File: src/oramPkg.sv
/*
 * Shared types and tree geometry for the Path ORAM back end.
 * Imported by the controller modules and the testbench.
 */
package oramPkg;

	// --------------------------------------------------
	// DRAM command codes
	// --------------------------------------------------

	// Same encoding as the memory controller user interface
	typedef enum logic [2:0] {
		CmdWrite = 3'd0,
		CmdRead  = 3'd1
	} dramCmd_e;

	// --------------------------------------------------
	// Controller state
	// --------------------------------------------------

	// Reset lands in StInitialize
	typedef enum logic {
		StInitialize = 1'b0,
		StNormal     = 1'b1
	} oramState_e;

	// --------------------------------------------------
	// Tree geometry
	// --------------------------------------------------

	// Buckets in a full tree with leafBits-wide labels
	function automatic int bucketCount(input int leafBits);
		return (1 << (leafBits + 1)) - 1;
	endfunction

	// Heap index of the path bucket at one level
	// Level 0 is the root, level leafBits holds the leaf itself
	function automatic int pathBucket(input int leafBits, input int level, input int leaf);
		return (1 << level) - 1 + (leaf >> (leafBits - level));
	endfunction

endpackage

File: src/dramInitializer.sv
/*
 * Fills every bucket of the ORAM tree with zeroed dummy blocks after reset.
 * Drives both the DRAM command and write channels, then raises Done.
 */
module dramInitializer import oramPkg::*; #(
	parameter int ORAML       = 3,
	parameter int ORAMZ       = 4,
	parameter int BlockBursts = 2,
	parameter int DDRAWidth   = 16,
	parameter int DDRDWidth   = 64
) (
	input  logic                   Clock,
	input  logic                   arstN,

	output logic [DDRAWidth-1:0]   DRAMCommandAddress,
	output dramCmd_e               DRAMCommand,
	output logic                   DRAMCommandValid,
	input  logic                   DRAMCommandReady,

	output logic [DDRDWidth-1:0]   DRAMWriteData,
	output logic [DDRDWidth/8-1:0] DRAMWriteMask,
	output logic                   DRAMWriteDataValid,
	input  logic                   DRAMWriteDataReady,

	output logic                   Done
);

	// --------------------------------------------------
	// Geometry
	// --------------------------------------------------

	localparam int MaskWidth    = DDRDWidth / 8;
	localparam int BucketBursts = ORAMZ * BlockBursts;
	localparam int TotalBursts  = bucketCount(ORAML) * BucketBursts;

	// Address of the final burst in the tree
	localparam logic [DDRAWidth-1:0] LastBurst = DDRAWidth'(TotalBursts - 1);

	logic [DDRAWidth-1:0] cmdCount;
	logic [DDRAWidth-1:0] dataCount;
	logic                 cmdDone;
	logic                 dataDone;
	logic                 cmdLast;
	logic                 dataLast;

	// Final transfer of each stream on this edge
	assign cmdLast  = DRAMCommandValid && DRAMCommandReady && (cmdCount == LastBurst);
	assign dataLast = DRAMWriteDataValid && DRAMWriteDataReady && (dataCount == LastBurst);

	// --------------------------------------------------
	// Command stream
	// --------------------------------------------------

	always_ff @(posedge Clock or negedge arstN) begin
		if (!arstN) begin
			cmdCount         <= '0;
			cmdDone          <= 1'b0;
			DRAMCommandValid <= 1'b0;
		end else if (!cmdDone) begin
			// First clock out of reset starts the stream
			if (!DRAMCommandValid) begin
				DRAMCommandValid <= 1'b1;
			end else if (DRAMCommandReady) begin
				if (cmdLast) begin
					DRAMCommandValid <= 1'b0;
					cmdDone          <= 1'b1;
				end else begin
					cmdCount <= cmdCount + 1'b1;
				end
			end
		end
	end

	// One write per burst address, in order
	assign DRAMCommandAddress = cmdCount;
	assign DRAMCommand        = CmdWrite;

	// --------------------------------------------------
	// Write data stream
	// --------------------------------------------------

	// Runs independently of the command stream
	always_ff @(posedge Clock or negedge arstN) begin
		if (!arstN) begin
			dataCount          <= '0;
			dataDone           <= 1'b0;
			DRAMWriteDataValid <= 1'b0;
		end else if (!dataDone) begin
			if (!DRAMWriteDataValid) begin
				DRAMWriteDataValid <= 1'b1;
			end else if (DRAMWriteDataReady) begin
				if (dataLast) begin
					DRAMWriteDataValid <= 1'b0;
					dataDone           <= 1'b1;
				end else begin
					dataCount <= dataCount + 1'b1;
				end
			end
		end
	end

	// Dummy blocks are all zero
	// Zero mask enables every byte
	assign DRAMWriteData = '0;
	assign DRAMWriteMask = MaskWidth'(0);

	// --------------------------------------------------
	// Completion
	// --------------------------------------------------

	// Sticky, set on the edge of the later final transfer
	always_ff @(posedge Clock or negedge arstN) begin
		if (!arstN) begin
			Done <= 1'b0;
		end else if ((cmdDone || cmdLast) && (dataDone || dataLast)) begin
			Done <= 1'b1;
		end
	end

endmodule

File: src/pathAddrGen.sv
/*
 * Turns one accepted leaf label into the DRAM read commands for its path.
 * Walks root to leaf, every burst of every bucket, one command per ready cycle.
 */
module pathAddrGen import oramPkg::*; #(
	parameter int ORAML       = 3,
	parameter int ORAMZ       = 4,
	parameter int BlockBursts = 2,
	parameter int DDRAWidth   = 16
) (
	input  logic                 Clock,
	input  logic                 arstN,
	input  logic                 Enable,

	// Leaf request
	input  logic [ORAML-1:0]     AccessLeaf,
	input  logic                 AccessValid,
	output logic                 AccessReady,

	// DRAM command channel
	output logic [DDRAWidth-1:0] DRAMCommandAddress,
	output dramCmd_e             DRAMCommand,
	output logic                 DRAMCommandValid,
	input  logic                 DRAMCommandReady
);

	// --------------------------------------------------
	// Geometry and local types
	// --------------------------------------------------

	localparam int BucketBursts = ORAMZ * BlockBursts;
	localparam int LevelWidth   = $clog2(ORAML + 2);
	localparam int BurstWidth   = $clog2(BucketBursts + 1);

	localparam logic [LevelWidth-1:0] LastLevel = LevelWidth'(ORAML);
	localparam logic [BurstWidth-1:0] LastBurst = BurstWidth'(BucketBursts - 1);

	typedef enum logic {
		GenIdle  = 1'b0,
		GenIssue = 1'b1
	} genState_e;

	genState_e             state;
	logic [ORAML-1:0]      leafReg;
	logic [LevelWidth-1:0] level;
	logic [BurstWidth-1:0] burst;
	logic                  accept;
	logic                  cmdXfer;
	int                    bucketIdx;

	assign accept  = AccessValid && AccessReady;
	assign cmdXfer = DRAMCommandValid && DRAMCommandReady;

	// --------------------------------------------------
	// Path walk
	// --------------------------------------------------

	always_ff @(posedge Clock or negedge arstN) begin
		if (!arstN) begin
			state <= GenIdle;
			level <= '0;
			burst <= '0;
		end else begin
			case (state)
				GenIdle: begin
					if (accept) begin
						state <= GenIssue;
						level <= '0;
						burst <= '0;
					end
				end
				GenIssue: begin
					// Stall in place without ready
					if (cmdXfer) begin
						if (burst == LastBurst) begin
							burst <= '0;
							if (level == LastLevel) begin
								state <= GenIdle;
							end else begin
								level <= level + 1'b1;
							end
						end else begin
							burst <= burst + 1'b1;
						end
					end
				end
				default: state <= GenIdle;
			endcase
		end
	end

	// Leaf is held for the whole walk
	always_ff @(posedge Clock) begin
		if (accept) begin
			leafReg <= AccessLeaf;
		end
	end

	// --------------------------------------------------
	// Outputs
	// --------------------------------------------------

	// Only take a new leaf when idle and the tree is initialized
	assign AccessReady      = (state == GenIdle) && Enable;
	assign DRAMCommandValid = (state == GenIssue);
	assign DRAMCommand      = CmdRead;

	// Bucket base plus burst offset
	always_comb begin
		bucketIdx          = pathBucket(ORAML, int'(level), int'(leafReg));
		DRAMCommandAddress = DDRAWidth'(bucketIdx * BucketBursts + int'(burst));
	end

endmodule

File: src/pathOram.sv
/*
 * Path ORAM back end top level. Initializes the tree in DRAM,
 * then issues path reads for each leaf accepted on the access channel.
 */
module pathOram import oramPkg::*; #(
	parameter int ORAML       = 3,
	parameter int ORAMZ       = 4,
	parameter int BlockBursts = 2,
	parameter int DDRAWidth   = 16,
	parameter int DDRDWidth   = 64
) (
	input  logic                   Clock,
	input  logic                   arstN,

	// Access channel
	input  logic [ORAML-1:0]       AccessLeaf,
	input  logic                   AccessValid,
	output logic                   AccessReady,

	output logic                   InitDone,

	// DRAM command channel
	output logic [DDRAWidth-1:0]   DRAMCommandAddress,
	output dramCmd_e               DRAMCommand,
	output logic                   DRAMCommandValid,
	input  logic                   DRAMCommandReady,

	// DRAM write channel
	output logic [DDRDWidth-1:0]   DRAMWriteData,
	output logic [DDRDWidth/8-1:0] DRAMWriteMask,
	output logic                   DRAMWriteDataValid,
	input  logic                   DRAMWriteDataReady
);

	oramState_e state;
	logic       stInit;

	logic [DDRAWidth-1:0] initCmdAddress;
	dramCmd_e             initCmd;
	logic                 initCmdValid;
	logic                 initCmdReady;
	logic                 initWriteReady;
	logic                 initDoneRaw;

	logic [DDRAWidth-1:0] genCmdAddress;
	dramCmd_e             genCmd;
	logic                 genCmdValid;
	logic                 genCmdReady;

	// --------------------------------------------------
	// Controller
	// --------------------------------------------------

	// Leaves StInitialize once and stays in StNormal
	always_ff @(posedge Clock or negedge arstN) begin
		if (!arstN) begin
			state <= StInitialize;
		end else if (state == StInitialize && initDoneRaw) begin
			state <= StNormal;
		end
	end

	assign stInit   = (state == StInitialize);
	assign InitDone = (state == StNormal);

	// --------------------------------------------------
	// DRAM channel ownership
	// --------------------------------------------------

	// Command channel belongs to the initializer until StNormal
	assign DRAMCommandAddress = stInit ? initCmdAddress : genCmdAddress;
	assign DRAMCommand        = stInit ? initCmd : genCmd;
	assign DRAMCommandValid   = stInit ? initCmdValid : genCmdValid;

	// Ready only reaches the current owner
	assign initCmdReady   = DRAMCommandReady && stInit;
	assign genCmdReady    = DRAMCommandReady && !stInit;
	assign initWriteReady = DRAMWriteDataReady && stInit;

	// --------------------------------------------------
	// Sub-blocks
	// --------------------------------------------------

	dramInitializer #(
		.ORAML      (ORAML),
		.ORAMZ      (ORAMZ),
		.BlockBursts(BlockBursts),
		.DDRAWidth  (DDRAWidth),
		.DDRDWidth  (DDRDWidth)
	) dramInit (
		.Clock             (Clock),
		.arstN             (arstN),
		.DRAMCommandAddress(initCmdAddress),
		.DRAMCommand       (initCmd),
		.DRAMCommandValid  (initCmdValid),
		.DRAMCommandReady  (initCmdReady),
		.DRAMWriteData     (DRAMWriteData),
		.DRAMWriteMask     (DRAMWriteMask),
		.DRAMWriteDataValid(DRAMWriteDataValid),
		.DRAMWriteDataReady(initWriteReady),
		.Done              (initDoneRaw)
	);

	// Enabled only after the tree is initialized
	pathAddrGen #(
		.ORAML      (ORAML),
		.ORAMZ      (ORAMZ),
		.BlockBursts(BlockBursts),
		.DDRAWidth  (DDRAWidth)
	) addrGen (
		.Clock             (Clock),
		.arstN             (arstN),
		.Enable            (InitDone),
		.AccessLeaf        (AccessLeaf),
		.AccessValid       (AccessValid),
		.AccessReady       (AccessReady),
		.DRAMCommandAddress(genCmdAddress),
		.DRAMCommand       (genCmd),
		.DRAMCommandValid  (genCmdValid),
		.DRAMCommandReady  (genCmdReady)
	);

endmodule

File: config.mk
export PLATFORM = sky130hd
export DESIGN_NAME = pathOram
export DESIGN_NICKNAME = d
export VERILOG_FILES = /design/src/oramPkg.sv /design/src/dramInitializer.sv /design/src/pathAddrGen.sv /design/src/pathOram.sv
export SDC_FILE = /design/constraint.sdc
export NUM_CORES = 1
export LEC_CHECK = 0
export BUFFER_PORTS_ARGS = -buffer_cell sky130_fd_sc_hd__buf_4
export CORE_UTILIZATION = 55
export DETAILED_ROUTE_END_ITERATION = 8
export GPL_TIMING_DRIVEN = 0
export PLACE_DENSITY = 0.88
export SLEW_MARGIN = 25
export SYNTH_ARGS = -nofsm -noshare
export SYNTH_HDL_FRONTEND = slang
export SYNTH_SLANG_ARGS = --single-unit
export TNS_END_PERCENT = 50
File: constraint.sdc
create_clock -name Clock -period 8.1 [get_ports Clock]
set_input_delay 0.81 -clock Clock [delete_from_list [all_inputs] [get_ports Clock]]
set_output_delay 0.81 -clock Clock [all_outputs]
set_load 0.01 [all_outputs]
---- Word-level counts from Yosys, hierarchy flattened ----
Cells that the tools add are included.
storage, ports and cells
  logic and storage cells ................. 85
  input port bits ......................... 8
  output and inout port bits .............. 95
  register bits ........................... 49
operators by class
  reduce and logical (&&, ||, !) cells .... 18
  add/subtract/negate cells ............... 8
  bitwise operators ....................... 6
  mux-type cells .......................... 31
  eq/ne operators ......................... 8
  shifts and indexed selects .............. 2
operators with widths
  kind                                                   number
  adder 16 x 1 -> 16 bit (second input constant)         2
  equality test 16 x 7 -> 1 bit (second input constant)  2
  >> shifter 3 x 32 -> 13 bit                            1
  two-way mux 1 bit                                      20
  adder 16 x 5 -> 16 bit                                 1
  two-way mux 16 bit                                     1
  adder 13 bit                                           1
  << shifter 1 x 3 -> 13 bit (first input constant)      1
  subtractor 13 x 2 -> 13 bit (second input constant)    1
  logical AND 1 bit                                      12
  two-way mux 3 bit                                      4
  two-way mux 4 bit                                      3
  AND reduction 4 bit                                    3
  one-hot mux 4 bit (2 select lines)                     1
  != test 2 bit (second input constant)                  3
  NOT 1 bit                                              6
  one-hot mux 3 bit (2 select lines)                     1
  adder 4 x 1 -> 4 bit (second input constant)           1
  equality test 4 x 3 -> 1 bit (second input constant)   1
  subtractor 2 x 3 -> 4 bit (first input constant)       1
  adder 3 x 1 -> 3 bit (second input constant)           1
  equality test 3 x 2 -> 1 bit (second input constant)   1
  logical OR 1 bit                                       2
  != test 2 x 1 -> 1 bit (second input constant)         1
  2 further kinds                                        2

---- Longest topological paths before layout ----
  word-level depth ........................ 8
  depth in mapped cells ................... 14
  gate-level depth less buffers ........... 14

---- By module ----
A second synthesis with hierarchy kept.
second synthesis, totals
  cell total of the unflattened synthesis .. 419
  area, all modules ....................... 4071.4 um^2
modules (own cells, without submodules)
  module           cells an instance  seq. area each (um^2)  area an instance (um^2)  times used
  dramInitializer  224                925.9                  2288.4                   1
  pathAddrGen      167                290.3                  1405.1                   1
  pathOram         28                 25.0                   377.9                    1

---- Worst setup path after synthesis ----
Ideal clock, no wire load.
  path kind ............................... flip-flop to output port
  start point ............................. register addrGen.level[1]
  end point ............................... output port DRAMCommandAddress[12]
  path buffers ............................ 0
  path slack .............................. 4.081 ns
  data required time ...................... 7.290 ns
  arrival time ............................ 3.209 ns
  cell stages (with the launch flop) ...... 14
  cell sequence ........................... dfrtp_1 inv_1 ha_1 nand2_1 ha_1 inv_1 ha_1 fa_1 a211oi_2 o21bai_1 a21oi_1 xor2_1 or4_1 a31oi_1
between the ends
  word-level cells in the longest chain between the ends .. 5
  elaborated cells between the ends (all ways) .. 7
ends and longest elaborated chain
  item                                                                        line                source
  start: declaration                                                          pathAddrGen.sv:45   logic [LevelWidth-1:0] level;
  start signal: assignment                                                    pathAddrGen.sv:80   level <= level + 1'b1;
  << shifter 1 x 3 -> 13 bit or subtractor 2 x 3 -> 4 bit (tied branches)     oramPkg.sv:39       return (1 << level) - 1 + (leaf >> (leafBits - level));
  subtractor 13 x 2 -> 13 bit or >> shifter 3 x 32 -> 13 bit (tied branches)  oramPkg.sv:39
  adder 13 bit (*)                                                            oramPkg.sv:39
  adder 16 x 5 -> 16 bit (*)                                                  pathAddrGen.sv:111  DRAMCommandAddress = DDRAWidth'(bucketIdx * BucketBursts + int'(burst));
  two-way mux 16 bit (*)                                                      pathOram.sv:71      assign DRAMCommandAddress = stInit ? initCmdAddress : genCmdAddress;
  end: declaration                                                            pathOram.sv:23      output logic [DDRAWidth-1:0] DRAMCommandAddress,
Mark *: on every way between the ends. The rest lies on a longest branch, timed or not.

---- Worst setup path in the final report ----
Ends and elaborated chain as after synthesis.

==> metrics.md <==
| Metric | Value |
|---|---|
| Warning count from the yosys run | 0 |
| Total wire length | 7370 um |
| Yosys top cell area share | 0.312 |
| Grt ovf | 0 |
| Final cell utilization of the core | 0.682 |
| Clock transition at path regs | 0.09 ns |
| GPL Wtd Cong | 0.860 |
| Flop pwr share | 0.479 |
| DRC | 17 |
| Area contributors post-synth | dfrtp_1 31%, buf_4 15%, ha_1 7.5% |
| Number of diodes | 0 |
| Critical path class | reg -> out |
| PD cells | 153 nW/um^2 |
| CTS tree | yes |
| Core Rows | 29 |
| Final Cycle Share | 0.584 |
| Yosys cell types | 51 |
| Full die area | 7030 um^2 |
| Seq/Total Area, Yosys | 0.337 |
| CP startpoint | addrGen.level[1] |
| CTS Buf Count | 5 |
| Nets | 544 |
| Post-synth EDFFs | 3 |
| HP Start | dramInit.Done |
| Clock sink total | 49 |
| Fin. max-slew vios | 0 |
| Share of cells above drive strength 1 | 0.251 |
| Synth Flop Type | dfrtp_1 |
| Total GRT Usage | 0.211 |
| Max_cap viols | 0 |
| Area of the core | 6420 um^2 |
| Peak supply drop | 0.161 mV |
| WL per Instance | 12.5 um |
| Overall power | 672 uW |
| Post-synthesis register bit count | 49 |
| Max clock buf depth | 2 |
| Final min period | 4.73 ns |
| Clk_lat worst skew | 0.29 ns |
| Die X | 83.9 um |
| First-pass GRT wire length | 12000 um |
| Number of buffers added on ports | 28 |
| Final Skew | 0.00693 ns |
| Reg2reg start | addrGen.burst[0] |
| Clk pwr share | 0.262 |
| Worst setup margin | 3.37 ns |
| # IOs | 103 |
| CP endpoint kind | output port |
| Initial antenna violation count | 0 |
| Hold-fix buffers, CTS | 0 |
| Syn_area_per_cell | 9.10 um^2 |
| Largest net degree at the start of global routing | 47 |
| Fmax | 211 MHz |
| Iter 0 DRT Violations | 144 |
| Setup crit start kind | flip-flop |
| Internal | 474 uW |
| Post-CTS setup buffers | 0 |
| Fin. Hold Viols | 0 |
| Mapped Area | 3680 um^2 |
| Fin Setup TNS | 0 ns |
| Status | finished, violations left |
| Ys async rst share | 0.939 |
| Vias per Instance | 4.97 |
| Endpoints failing setup | 0 |
| Failing checks | design-rule violations |
| Leakage | 2.29 nW |
| Place WS | 3.75 ns |
| Post-detail-place hpwl | 5790 um |
| Vias | 2939 |
| Arrival time at the worst endpoint | 3.92 ns |
| Fillers | 512 |
| CTS-repair resized insts | 0 |
| Gate power share | 0.259 |
| Cells after Synth | 405 |
| CTS Root Cell | clkbuf_8 |
| Post-DRT Antenna Nets | 0 |
| CP max FO | 6 |
| RSZ-0062 raised after global routing | no |
| # H-tree levels | 2 |
| Worst slew margin | 0.626 |
| Sw Ratio | 0.295 |
| Critical Path RT | 7.29 ns |
| Synth area leader | dfrtp_1 |
| Hold Crit Class | reg -> reg |
| Vias in the first global route | 2610 |
| P_sw | 198 uW |
| Die Y | 83.9 um |
| Measured slew at the worst slew-check pin | 0.561 ns |
| Starting density of the core | 0.574 |
| Area added between synthesis and finish | 18.9% |
| Pre-antenna DRT Iters | 7 |
power by group through the flow:
stage          sequential (mW)  combinational, mW  clock (mW)
2_1_floorplan            0.315              0.123           0
3_3_place_gp             0.321              0.163           0
3_5_place_dp             0.326              0.172           0
4_1_cts                  0.321              0.173       0.181
5_1_grt                  0.327              0.190       0.187
6_report                 0.321              0.174       0.176
sequential cells by signal, indices dropped and copies added (netlist names):
name / flops
InitDone: 1
addrGen.DRAMCommandValid: 1
addrGen.burst: 4
addrGen.leafReg: 3
addrGen.level: 3
dramInit.DRAMCommandAddress: 16
dramInit.DRAMCommandValid: 1
dramInit.DRAMWriteDataValid: 1
dramInit.Done: 1
dramInit.cmdDone: 1
dramInit.dataCount: 16
dramInit.dataDone: 1
logic make-up after synthesis:
logic type,Yosys count,synth area share
XOR/XNOR,40,0.0992
AO/OA/AOI/OAI,42,0.0788
buffers and inverters,100,0.178
adder cells (fa/ha/maj),23,0.0801
flip-flops,49,0.337
AND/OR/NAND/NOR,139,0.193
other,1,0.00102
multiplexers,11,0.0333
synthesized netlist by cell type (2+ instances only):
master    count
a21oi_1       8
nor3_1        5
mux2_2       10
xnor2_1      27
xor2_1       11
nand2_1      41
nor2_1       24
nor2b_1       2
a211o_1       2
and2_1        5
o21ai_0      10
o22ai_1       2
nor3b_1       2
nand3_1      21
or2_2         2
a22o_1        3
o21bai_1      3
nor4_1        5
clkbuf_1      5
nand3b_1      2
a21o_1        2
o31ai_1       4
dfrtp_1      46
inv_1        20
or3_1         2
nand4_1      10
buf_4        75
edfxtp_1      3
ha_1         22
and4_1        3
and3_1        7
or4_1         2
per-layer routing:
layer	global-route usage	routed length, um
met1	0.269	3060
met3	0.0406	531
met2	0.364	3670
met5	0	0
met4	0.0611	121
critical path, stage by stage, from the launching register on:
cell and delay, ns:
dfrtp_1 0.45, inv_1 0.16, ha_1 0.19, nand2_1 0.06
ha_1 0.27, inv_1 0.04, ha_1 0.21, fa_1 0.45
a211oi_2 0.29, o21bai_1 0.14, a21oi_1 0.32, xor2_1 0.19
or4_1 0.53, a31oi_1 0.18, buf_4 0.14
per-stage QoR:
step           instances  hold WS (ns)  area [um^2]
2_1_floorplan        478         0.430         3960
3_3_place_gp         583         0.447         4270
3_5_place_dp         583         0.447         4270
4_1_cts              591         0.467         4380
5_1_grt              591         0.481         4380
6_report             591         0.464         4380
cells in the final DEF (no fill, tap or decap), types with 7 or more instances in the layout:
cell type | Yosys | routed
a21oi_1 | 8 | 8
and3_1 | 7 | 7
buf_4 | 75 | 103
conb_1 | 1 | 74
dfrtp_1 | 46 | 46
ha_1 | 22 | 22
inv_1 | 20 | 20
mux2_2 | 10 | 10
nand2_1 | 41 | 41
nand3_1 | 21 | 21
nand4_1 | 10 | 10
nor2_1 | 24 | 24
o21ai_0 | 10 | 10
xnor2_1 | 27 | 27
xor2_1 | 11 | 11
path summary, 6_finish.rpt:
| check | end | slack (ns) | depth (start not counted) |
|---|---|---|---|
| min in group asynchronous | dramInit.dataCount[4] | 0.50 | 1 |
| hold reg to reg | InitDone | 0.46 | 1 |
| setup reg to reg | addrGen.level[0] | 5.98 | 7 |
| setup / recovery | DRAMCommandAddress[12] | 3.37 | 14 |
| max in group asynchronous | addrGen.burst[2] | 7.22 | 1 |
| hold / removal | InitDone | 0.46 | 1 |
area by class of cell:
class                           count  area, um^2  share of cell area
Tap cell                           77        96.3              0.0220
Clock buffer                        7        86.3              0.0197
Timing Repair Buffer               28         210              0.0480
Sequential cell                    49        1240               0.283
Buffer                             80         582               0.133
Clock inverter                      1        30.0             0.00685
Multi-Input combinational cell    329        2060               0.470
Inverter                           20        75.1              0.0171
Power figures use the tool's default switching activity.
